$ cat config.mk
export PLATFORM = sky130hd
export DESIGN_NAME = cpu_top
export DESIGN_NICKNAME = d
export VERILOG_FILES = /design/src/hw/i8085_pkg.sv /design/src/hw/cpu_top.sv /design/src/hw/reg_file.sv /design/src/hw/instr_decode.sv /design/src/hw/bus_sequencer.sv /design/src/hw/alu.sv
export SDC_FILE = /design/constraint.sdc
export NUM_CORES = 1
export LEC_CHECK = 0
export ABC_AREA = 1
export BUFFER_PORTS_ARGS = -buffer_cell sky130_fd_sc_hd__buf_2
export CORE_MARGIN = 3
export CORE_UTILIZATION = 45
export DETAILED_ROUTE_END_ITERATION = 8
export SKIP_LAST_GASP = 1
export SLEW_MARGIN = 20
export SYNTH_ARGS = -nofsm -noshare
export SYNTH_HDL_FRONTEND = slang
export SYNTH_SLANG_ARGS = --single-unit
$ cat constraint.sdc
create_clock -name clk -period 5.01 [get_ports clk]
set_input_delay 1.002 -clock clk [delete_from_list [all_inputs] [get_ports clk]]
set_output_delay 1.002 -clock clk [all_outputs]
set_load 0.01 [all_outputs]
$ cat src/hw/i8085_pkg.sv
`default_nettype none

package i8085_pkg;

	// ------------------------------
	// basic types
	// ------------------------------
	typedef logic [7:0] byte_t;
	typedef logic [15:0] addr_t;
	typedef logic [1:0] mcycle_t; // cycle index inside one instruction

	// ------------------------------
	// bus sequencing
	// ------------------------------
	typedef enum logic [2:0] {
		TR, // reset
		T1, // address out, ale
		T2,
		TW, // wait for ready
		T3, // data sampled at its end
		T4, // opcode fetch only
		TT  // halted
	} tstate_e;

	// value doubles as the {s1,s0} status pair
	typedef enum logic [1:0] {
		HALT = 2'b00,
		MW   = 2'b01,
		MR   = 2'b10,
		OF   = 2'b11
	} cycle_e;

	typedef enum logic [0:0] {
		PC,
		HL
	} addr_src_e;

	// ------------------------------
	// instruction set
	// ------------------------------
	typedef enum logic [3:0] {
		MOV_RR, MOV_RM, MOV_MR,
		MVI_R, MVI_M,
		ALU_R, ALU_M, ALU_I,
		INR_DCR,
		JMP, JCC,
		HLT
	} op_class_e;

	// same as opcode bits 5:3
	typedef enum logic [2:0] {
		ADD, ADC, SUB, SBB, ANA, XRA, ORA, CMP
	} alu_op_e;

	localparam addr_t RESET_VECTOR = 16'h0000;
	localparam byte_t OPC_HLT = 8'h76;
	localparam logic [2:0] REG_M = 3'd6; // memory at hl
	localparam logic [2:0] REG_A = 3'd7;

	// flag byte layout
	localparam int FLAG_S = 7;
	localparam int FLAG_Z = 6;
	localparam int FLAG_P = 2;
	localparam int FLAG_CY = 0;

	localparam int MAX_MCYCLES = 3; // jumps: fetch plus two address bytes

endpackage

`default_nettype wire
$ cat src/hw/cpu_top.sv
`timescale 1ns/1ps
`default_nettype none

module cpu_top import i8085_pkg::*; (
	input wire clk,
	input wire rst,
	input wire i_ready,
	input wire byte_t i_data,
	output addr_t o_addr,
	output byte_t o_data,
	output logic o_ale,
	output logic o_rd_n,
	output logic o_wr_n,
	output logic o_s1,
	output logic o_s0,
	output logic o_halt
);

	mcycle_t mcycle;
	cycle_e next_kind;
	addr_src_e addr_src;
	op_class_e op_class;
	alu_op_e alu_op;
	logic [2:0] dst;
	logic [2:0] src;
	logic [2:0] cond;
	logic is_halt;
	logic fetch_done;
	logic read_done;
	logic exec_done;

	// ------------------------------
	// control
	// ------------------------------
	bus_sequencer u_seq (
		.clk          (clk),
		.rst          (rst),
		.i_ready      (i_ready),
		.i_next_kind  (next_kind),
		.i_is_halt    (is_halt),
		.o_mcycle     (mcycle),
		.o_ale        (o_ale),
		.o_rd_n       (o_rd_n),
		.o_wr_n       (o_wr_n),
		.o_s1         (o_s1),
		.o_s0         (o_s0),
		.o_halt       (o_halt),
		.o_fetch_done (fetch_done),
		.o_read_done  (read_done),
		.o_exec_done  (exec_done)
	);

	instr_decode u_dec (
		.clk          (clk),
		.rst          (rst),
		.i_data       (i_data),
		.i_fetch_done (fetch_done),
		.i_mcycle     (mcycle),
		.o_class      (op_class),
		.o_alu_op     (alu_op),
		.o_dst        (dst),
		.o_src        (src),
		.o_cond       (cond),
		.o_next_kind  (next_kind),
		.o_addr_src   (addr_src),
		.o_is_halt    (is_halt)
	);

	// ------------------------------
	// datapath
	// ------------------------------
	reg_file u_regs (
		.clk          (clk),
		.rst          (rst),
		.i_data       (i_data),
		.i_fetch_done (fetch_done),
		.i_read_done  (read_done),
		.i_exec_done  (exec_done),
		.i_class      (op_class),
		.i_alu_op     (alu_op),
		.i_dst        (dst),
		.i_src        (src),
		.i_cond       (cond),
		.i_addr_src   (addr_src),
		.o_addr       (o_addr),
		.o_data       (o_data)
	);

endmodule

`default_nettype wire

$ cat src/hw/reg_file.sv
`timescale 1ns/1ps
`default_nettype none

module reg_file import i8085_pkg::*; (
	input wire clk,
	input wire rst,
	input wire byte_t i_data,
	input wire i_fetch_done,
	input wire i_read_done,
	input wire i_exec_done,
	input wire op_class_e i_class,
	input wire alu_op_e i_alu_op,
	input wire [2:0] i_dst,
	input wire [2:0] i_src,
	input wire [2:0] i_cond,
	input wire addr_src_e i_addr_src,
	output addr_t o_addr,
	output byte_t o_data
);

	byte_t regs [0:5]; // b c d e h l
	byte_t acc;
	byte_t flags;
	addr_t pc;
	byte_t tmp; // mvi m operand
	byte_t jmp_lo;
	byte_t src_val;
	byte_t dst_val;
	byte_t alu_b;
	byte_t alu_res;
	byte_t alu_flags;
	byte_t wr_val;
	logic wr_en;
	logic cond_bit;
	logic take_jump;

	// register field read, m reads the temp byte
	function automatic byte_t read_reg(input logic [2:0] code);
		if (code == REG_A)
			return acc;
		else if (code == REG_M)
			return tmp;
		else
			return regs[code];
	endfunction

	assign src_val = read_reg(i_src);
	assign dst_val = read_reg(i_dst);

	// ------------------------------
	// bus side
	// ------------------------------
	assign o_addr = (i_addr_src == HL) ? {regs[4], regs[5]} : pc;
	assign o_data = (i_class == MVI_M) ? tmp : src_val;

	// ------------------------------
	// alu and jump test
	// ------------------------------
	always_comb begin
		case (i_class)
			ALU_M, ALU_I: alu_b = i_data; // operand arrives with exec_done
			INR_DCR: alu_b = dst_val;
			default: alu_b = src_val;
		endcase
	end

	alu u_alu (
		.i_op     (i_alu_op),
		.i_a      (acc),
		.i_b      (alu_b),
		.i_cy     (flags[FLAG_CY]),
		.i_incdec (i_class == INR_DCR),
		.i_dec    (i_alu_op == SUB),
		.o_result (alu_res),
		.o_flags  (alu_flags)
	);

	always_comb begin
		case (i_cond[2:1])
			2'b00: cond_bit = flags[FLAG_Z];
			2'b01: cond_bit = flags[FLAG_CY];
			2'b10: cond_bit = flags[FLAG_P];
			default: cond_bit = flags[FLAG_S];
		endcase
	end

	assign take_jump = (i_class == JMP) || (i_class == JCC && cond_bit == i_cond[0]);

	// destination write for mov / mvi / inr / dcr
	always_comb begin
		wr_en = 1'b0;
		wr_val = src_val;
		case (i_class)
			MOV_RR: wr_en = 1'b1;
			MOV_RM, MVI_R: begin
				wr_en = 1'b1;
				wr_val = i_data;
			end
			INR_DCR: begin
				wr_en = 1'b1;
				wr_val = alu_res;
			end
			default: wr_en = 1'b0;
		endcase
	end

	// ------------------------------
	// architectural state
	// ------------------------------
	always_ff @(posedge clk or posedge rst) begin
		if (rst) begin
			for (int i = 0; i < 6; i++)
				regs[i] <= 8'h00;
			acc <= 8'h00;
			flags <= 8'h02;
			pc <= RESET_VECTOR;
		end else begin
			if (i_exec_done && wr_en) begin
				if (i_dst == REG_A)
					acc <= wr_val;
				else if (i_dst != REG_M)
					regs[i_dst] <= wr_val;
			end
			if (i_exec_done && (i_class == ALU_R || i_class == ALU_M || i_class == ALU_I))
				acc <= alu_res; // cmp passes acc through
			if (i_exec_done && (i_class inside {ALU_R, ALU_M, ALU_I, INR_DCR}))
				flags <= alu_flags;
			if (i_exec_done && take_jump)
				pc <= {i_data, jmp_lo};
			else if (i_fetch_done || (i_read_done && i_addr_src == PC))
				pc <= pc + 16'd1;
		end
	end

	always_ff @(posedge clk) begin
		if (i_read_done) begin
			if (i_class == JMP || i_class == JCC)
				jmp_lo <= i_data;
			else
				tmp <= i_data;
		end
	end

endmodule

`default_nettype wire

$ cat src/hw/instr_decode.sv
`timescale 1ns/1ps
`default_nettype none

module instr_decode import i8085_pkg::*; (
	input wire clk,
	input wire rst,
	input wire byte_t i_data,
	input wire i_fetch_done,
	input wire mcycle_t i_mcycle,
	output op_class_e o_class,
	output alu_op_e o_alu_op,
	output logic [2:0] o_dst,
	output logic [2:0] o_src,
	output logic [2:0] o_cond,
	output cycle_e o_next_kind,
	output addr_src_e o_addr_src,
	output logic o_is_halt
);

	byte_t ir;

	always_ff @(posedge clk or posedge rst) begin
		if (rst)
			ir <= 8'h00; // nop
		else if (i_fetch_done)
			ir <= i_data;
	end

	assign o_dst = ir[5:3];
	assign o_src = ir[2:0];
	assign o_cond = ir[5:3];
	assign o_is_halt = (o_class == HLT);

	// ------------------------------
	// opcode class
	// ------------------------------
	always_comb begin
		o_class = MOV_RR; // unknown opcodes act as a register move
		o_alu_op = alu_op_e'(ir[5:3]);
		if (ir == OPC_HLT) begin
			o_class = HLT;
		end else begin
			case (ir[7:6])
				2'b01: begin
					if (ir[5:3] == REG_M)
						o_class = MOV_MR;
					else if (ir[2:0] == REG_M)
						o_class = MOV_RM;
				end
				2'b00: begin
					if (ir[2:0] == 3'b110) begin
						o_class = (ir[5:3] == REG_M) ? MVI_M : MVI_R;
					end else if (ir[2:1] == 2'b10) begin
						o_class = INR_DCR;
						o_alu_op = ir[0] ? SUB : ADD; // dcr / inr
					end
				end
				2'b10: o_class = (ir[2:0] == REG_M) ? ALU_M : ALU_R;
				default: begin
					if (ir[2:0] == 3'b110)
						o_class = ALU_I;
					else if (ir == 8'hc3)
						o_class = JMP;
					else if (ir[2:0] == 3'b010)
						o_class = JCC;
				end
			endcase
		end
	end

	// ------------------------------
	// cycle plan
	// ------------------------------
	// kind of the following cycle, source of the current one
	always_comb begin
		o_next_kind = OF;
		o_addr_src = PC; // opcode fetch always from pc
		case (i_mcycle)
			2'd0: begin
				case (o_class)
					MOV_RM, ALU_M, MVI_R, MVI_M, ALU_I, JMP, JCC: o_next_kind = MR;
					MOV_MR: o_next_kind = MW;
					HLT: o_next_kind = HALT;
					default: o_next_kind = OF;
				endcase
			end
			2'd1: begin
				if (o_class == MOV_RM || o_class == MOV_MR || o_class == ALU_M)
					o_addr_src = HL;
				if (o_class == MVI_M)
					o_next_kind = MW;
				else if (o_class == JMP || o_class == JCC)
					o_next_kind = MR; // high address byte
			end
			2'd2: begin
				if (o_class == MVI_M)
					o_addr_src = HL;
			end
			default: o_next_kind = OF;
		endcase
	end

	a_hlt_single: assert property (@(posedge clk) disable iff (rst)
		(i_mcycle != 2'd0) |-> (o_class != HLT));

endmodule

`default_nettype wire

$ cat src/hw/bus_sequencer.sv
`timescale 1ns/1ps
`default_nettype none

module bus_sequencer import i8085_pkg::*; (
	input wire clk,
	input wire rst,
	input wire i_ready,
	input wire cycle_e i_next_kind,
	input wire i_is_halt,
	output mcycle_t o_mcycle,
	output logic o_ale,
	output logic o_rd_n,
	output logic o_wr_n,
	output logic o_s1,
	output logic o_s0,
	output logic o_halt,
	output logic o_fetch_done,
	output logic o_read_done,
	output logic o_exec_done
);

	tstate_e state;
	tstate_e state_n;
	cycle_e kind; // kind of the running cycle
	cycle_e kind_n;
	mcycle_t mcycle_n;
	logic last_cycle;
	logic bus_active;

	// decoder says the instruction is over after this cycle
	assign last_cycle = (i_next_kind == OF);

	// ------------------------------
	// next state
	// ------------------------------
	always_comb begin
		state_n = state;
		kind_n = kind;
		mcycle_n = o_mcycle;
		case (state)
			TR: begin
				state_n = T1;
				kind_n = OF;
				mcycle_n = '0;
			end
			T1: state_n = T2;
			T2, TW: begin
				if (i_ready) // sampled at end of t2 / tw
					state_n = T3;
				else
					state_n = TW;
			end
			T3, T4: begin
				if (state == T3 && kind == OF) begin
					state_n = T4; // opcode lands in ir at this edge
				end else if (state == T4 && i_is_halt) begin
					state_n = TT;
					kind_n = i_next_kind;
				end else begin
					state_n = T1;
					kind_n = i_next_kind;
					mcycle_n = last_cycle ? mcycle_t'(0) : mcycle_t'(o_mcycle + 2'd1);
				end
			end
			TT: state_n = TT; // only reset leaves
			default: state_n = TR;
		endcase
	end

	assign bus_active = (state_n == T2) || (state_n == TW) || (state_n == T3);

	// ------------------------------
	// state and registered bus outputs
	// ------------------------------
	always_ff @(posedge clk or posedge rst) begin
		if (rst) begin
			state <= TR;
			kind <= HALT;
			o_mcycle <= '0;
			o_ale <= 1'b0;
			o_rd_n <= 1'b1;
			o_wr_n <= 1'b1;
			o_s1 <= 1'b0;
			o_s0 <= 1'b0;
			o_halt <= 1'b0;
		end else begin
			state <= state_n;
			kind <= kind_n;
			o_mcycle <= mcycle_n;
			o_ale <= (state_n == T1);
			o_rd_n <= ~(bus_active && (kind_n == OF || kind_n == MR));
			o_wr_n <= ~(bus_active && kind_n == MW);
			{o_s1, o_s0} <= kind_n;
			o_halt <= (state_n == TT);
		end
	end

	// ------------------------------
	// datapath strobes
	// ------------------------------
	assign o_fetch_done = (state == T3) && (kind == OF);
	assign o_read_done = (state == T3) && (kind == MR);
	assign o_exec_done = ((state == T4) && !i_is_halt && last_cycle) ||
		((state == T3) && (kind != OF) && last_cycle);

	// read and write strobes are exclusive
	a_rd_wr_excl: assert property (@(posedge clk) disable iff (rst)
		!(!o_rd_n && !o_wr_n));

	// ale is one state wide with strobes idle
	a_ale_t1: assert property (@(posedge clk) disable iff (rst)
		o_ale |-> (o_rd_n && o_wr_n) ##1 !o_ale);

	a_mcycle_range: assert property (@(posedge clk) disable iff (rst)
		o_mcycle < MAX_MCYCLES);

endmodule

`default_nettype wire

$ cat src/hw/alu.sv
`timescale 1ns/1ps
`default_nettype none

module alu import i8085_pkg::*; (
	input wire alu_op_e i_op,
	input wire byte_t i_a,
	input wire byte_t i_b,
	input wire i_cy,
	input wire i_incdec,
	input wire i_dec,
	output byte_t o_result,
	output byte_t o_flags
);

	logic [8:0] sum; // bit 8 is carry / borrow
	byte_t res;
	logic cy;

	// ------------------------------
	// arithmetic and logic
	// ------------------------------
	always_comb begin
		sum = 9'd0;
		if (i_incdec) begin
			res = i_dec ? i_b - 8'd1 : i_b + 8'd1;
			cy = i_cy; // inr / dcr keep carry
		end else begin
			case (i_op)
				ADD: sum = {1'b0, i_a} + {1'b0, i_b};
				ADC: sum = {1'b0, i_a} + {1'b0, i_b} + {8'd0, i_cy};
				SUB, CMP: sum = {1'b0, i_a} - {1'b0, i_b};
				SBB: sum = {1'b0, i_a} - {1'b0, i_b} - {8'd0, i_cy};
				ANA: sum = {1'b0, i_a & i_b}; // logic ops clear carry
				XRA: sum = {1'b0, i_a ^ i_b};
				ORA: sum = {1'b0, i_a | i_b};
				default: sum = {1'b0, i_a};
			endcase
			res = sum[7:0];
			cy = sum[8];
		end
	end

	// compare sets flags only, accumulator comes back unchanged
	assign o_result = (!i_incdec && i_op == CMP) ? i_a : res;

	// ------------------------------
	// flags
	// ------------------------------
	always_comb begin
		o_flags = 8'h02; // bit 1 reads as one
		o_flags[FLAG_S] = res[7];
		o_flags[FLAG_Z] = (res == 8'h00);
		o_flags[FLAG_P] = ~^res; // even parity
		o_flags[FLAG_CY] = cy;
	end

endmodule

`default_nettype wire

==> impl_metrics.yaml <==
outcome:
  status: "complete, no violations"
global_routing:
  antenna_found_initial: 0
  grt_pass1_wl_mm: 49.8
  track_usage_pct: 30.4
  grt_max_degree: 54
  first_global_vias: 8353
  grt-ovfl-total: 0
timing:
  max_freq_mhz: 212
  slew_headroom_pct: 24.5
  min_period_over_period_pct: 94.0
  finalCriticalPeriod_ns: 4.71
  worstMarginPinSlew_ns: 1.13
  hold_ws_ns: 0.493
  skew_ns: 0.0184
  setup_viol: 0
  report.final.slew_viol_count: 0
  hold_viol_final: 0
worst_setup_path:
  worstPathArrival_ns: 4.93
  cpMaxStageDelayCell: "dfrtp_2"
  regToRegStartpoint: "u_dec.ir[4]$_DFFE_PP0P_"
  cpMostUsedCell: "nand2_1"
  crit_type: "flip-flop to flip-flop"
  cpPeakStageDelay_ns: 0.48
  critPathCaptureType: "flip-flop"
  timing.rr.end: "u_regs.flags[2]$_DFFE_PP0P_"
  critical_path_required_ns: 5.23
  crit_fanout: 7
  r2r_cells: 30
  r2r_setup_slack_ns: 0.30
  start_kind: "flip-flop"
route:
  totalWireLength_mm: 32.3
  wl_met2_mm: 14.2
  first_iter_violations: 977
  firstDrtPassIters: 7
  antenna_left: 0
  wl_per_cell_um: 20.3
  maxUsedRoutingLayer: "met4"
  drt-vias-per-instance: 5.58
  wl_met1_mm: 14.3
  met3WireLength_mm: 2.40
  drcViolationCount: 0
  num_vias: 8868
synth:
  syn_inst: 1264
  synthesis.area_sq_mm: 0.00871
  syn_nets: 1320
  synth-seq-cells: 111
  synth.yosys.warnings: 0
  ys_seq_area_share_pct: 32.8
  synthArstFlopShare_pct: 85.6
  ys_types: 56
  synth_ff_type: "dfrtp_1"
  syn-mean-instance-area_sq_um: 6.89
  synth_enable_flop_cells: 16
clocking:
  numCtsBuffers: 9
  clkLatencyLatePin_ns: 0.37
  clk_path_buf_depth: 2
  clock_sinks: 111
  htree_levels: 3
  root_buffer: "clkbuf_16"
  cts_tree: "yes"
  path_clk_slew_ns: 0.09
floorplan:
  coreArea_sq_mm: 0.0188
  start_util_pct: 46.2
  num_rows: 50
  pin_count: 41
  dieArea_sq_mm: 0.0211
  die_h_um: 145
  die_x_um: 145
layout:
  utilization_pct: 51.7
  fin_nets: 1379
  n_antenna_cell: 0
  area_growth_pct: 11.9
  layout-drive-gt1-share_pct: 12.4
hold_path:
  hold-path-endpoint: "u_regs.regs[6]$_DFFE_PP0P_"
  holdCritPathClass: "flip-flop to flip-flop"
  hp-start: "u_regs.regs[6]$_DFFE_PP0P_"
  min_path_cells: 2
placement:
  place.gp.congestion: 1.00
  dp_hpwl_mm: 25.5
  portBuffers: 40
job:
  drv_cap: 0
through the flow:
step	setup TNS, ns	worst slack [ns]	instance area (sq um)	instances
finish	0	0.301	9740	1588
global placement	0	0.248	9290	1563
detailed placement	0	0.188	9290	1563
floorplan	0	0.739	8710	1264
global route	-0.00201	-0.00201	9740	1588
CTS	0	0.169	9580	1579
kinds of logic (layout without fill, tap and decap cells):
family | after synthesis | in the layout | synth area share, %
simple gates | 571 | 571 | 28.7
compound gates | 281 | 281 | 18.2
buf+inv | 227 | 291 | 10.5
flops | 111 | 111 | 32.8
fa+ha+maj | 45 | 45 | 6.73
xor+xnor | 28 | 28 | 2.82
mux | 1 | 1 | 0.115
final cells by class:
type / count / area [sq um]
multi-input cells: 926 / 5010
inverters: 196 / 753
fillers: 1857 / 9090
repair buffers: 79 / 493
flip-flops and latches: 111 / 2860
well taps: 260 / 325
clock buffers: 10 / 229
clock inverters: 6 / 62.6
placed cells by master, fill, tap and decap left out, types with 6 or more instances in the layout:
cell type  count
nand4_1       15
o211ai_1      10
a21oi_2        7
o22ai_1       13
dfrtp_1       90
o2111ai_1      6
inv_1        178
o21ai_0      132
o21ai_1       18
nor2_1        83
nand3_1       90
a21oi_1       59
buf_4         39
edfxtp_1      16
clkbuf_16      9
nor3_1         9
xor2_1        19
nand2_1      336
ha_1          38
inv_2          9
o221ai_1       9
buf_2         40
repair_timing:
action,4_1_cts,5_1_grt
gates resized for setup,0,33
endpoints found under the setup margin,0,2
hold buffers,0,0
setup buffers,0,9
critical path, delay by kind of cell (launching register included):
family / cells / cell delay (ns)
fa+ha+maj: 2 / 0.77
simple gates: 14 / 1.31
xor+xnor: 2 / 0.27
buf+inv: 6 / 0.78
flops: 1 / 0.48
compound gates: 6 / 0.95
state kept, by name (all words and copies together) (netlist names), 3 cells and up:
signal,count
u_dec.ir,8
u_regs.pc,16
u_regs.acc,8
u_regs.jmp_lo,8
u_regs.tmp,8
u_regs.regs,48
u_seq.state,3
u_regs.flags,4
metal layers:
metal  vias up  track usage, %
met3        74            4.53
met2       407            46.9
met5         -               0
li1       4271               -
met1      4116            42.8
met4         0            12.4
how the worst max path moves through the flow:
stage / startpoint / to / slack (ns) / cells past startpoint
floorplan: u_dec.ir[0]$_DFFE_PP0P_ / u_regs.flags[2]$_DFFE_PP0P_ / 0.74 / 24
global placement: u_dec.ir[5]$_DFFE_PP0P_ / u_regs.flags[2]$_DFFE_PP0P_ / 0.25 / 28
detailed placement: u_dec.ir[5]$_DFFE_PP0P_ / u_regs.flags[2]$_DFFE_PP0P_ / 0.19 / 28
CTS: u_dec.ir[5]$_DFFE_PP0P_ / u_regs.flags[2]$_DFFE_PP0P_ / 0.17 / 28
global route: u_dec.ir[4]$_DFFE_PP0P_ / u_regs.flags[2]$_DFFE_PP0P_ / -0.002 / 29
finish: u_dec.ir[4]$_DFFE_PP0P_ / u_regs.flags[2]$_DFFE_PP0P_ / 0.30 / 30
cell usage after synthesis (6+ instances only):
| cell type | count | area [sq um] |
|---|---|---|
| nand2_1 | 336 | 1260 |
| inv_1 | 183 | 687 |
| o21ai_0 | 137 | 686 |
| dfrtp_1 | 93 | 2330 |
| nand3_1 | 90 | 450 |
| nor2_1 | 85 | 319 |
| a21oi_1 | 65 | 325 |
| ha_1 | 42 | 526 |
| xor2_1 | 22 | 193 |
| edfxtp_1 | 16 | 480 |
| nand4_1 | 15 | 93.8 |
| o21ai_1 | 13 | 65.1 |
| o22ai_1 | 13 | 81.3 |
| clkbuf_1 | 12 | 45.0 |
| o211ai_1 | 10 | 75.1 |
| nor3_1 | 9 | 45.0 |
| o221ai_1 | 9 | 78.8 |
| buf_2 | 7 | 35.0 |
| buf_4 | 6 | 45.0 |
| inv_2 | 6 | 22.5 |
| o2111ai_1 | 6 | 52.6 |
| xnor2_1 | 6 | 52.6 |
Power is not shown: default switching activity piles up to over one toggle a cycle in this logic, so the estimate is an artifact.
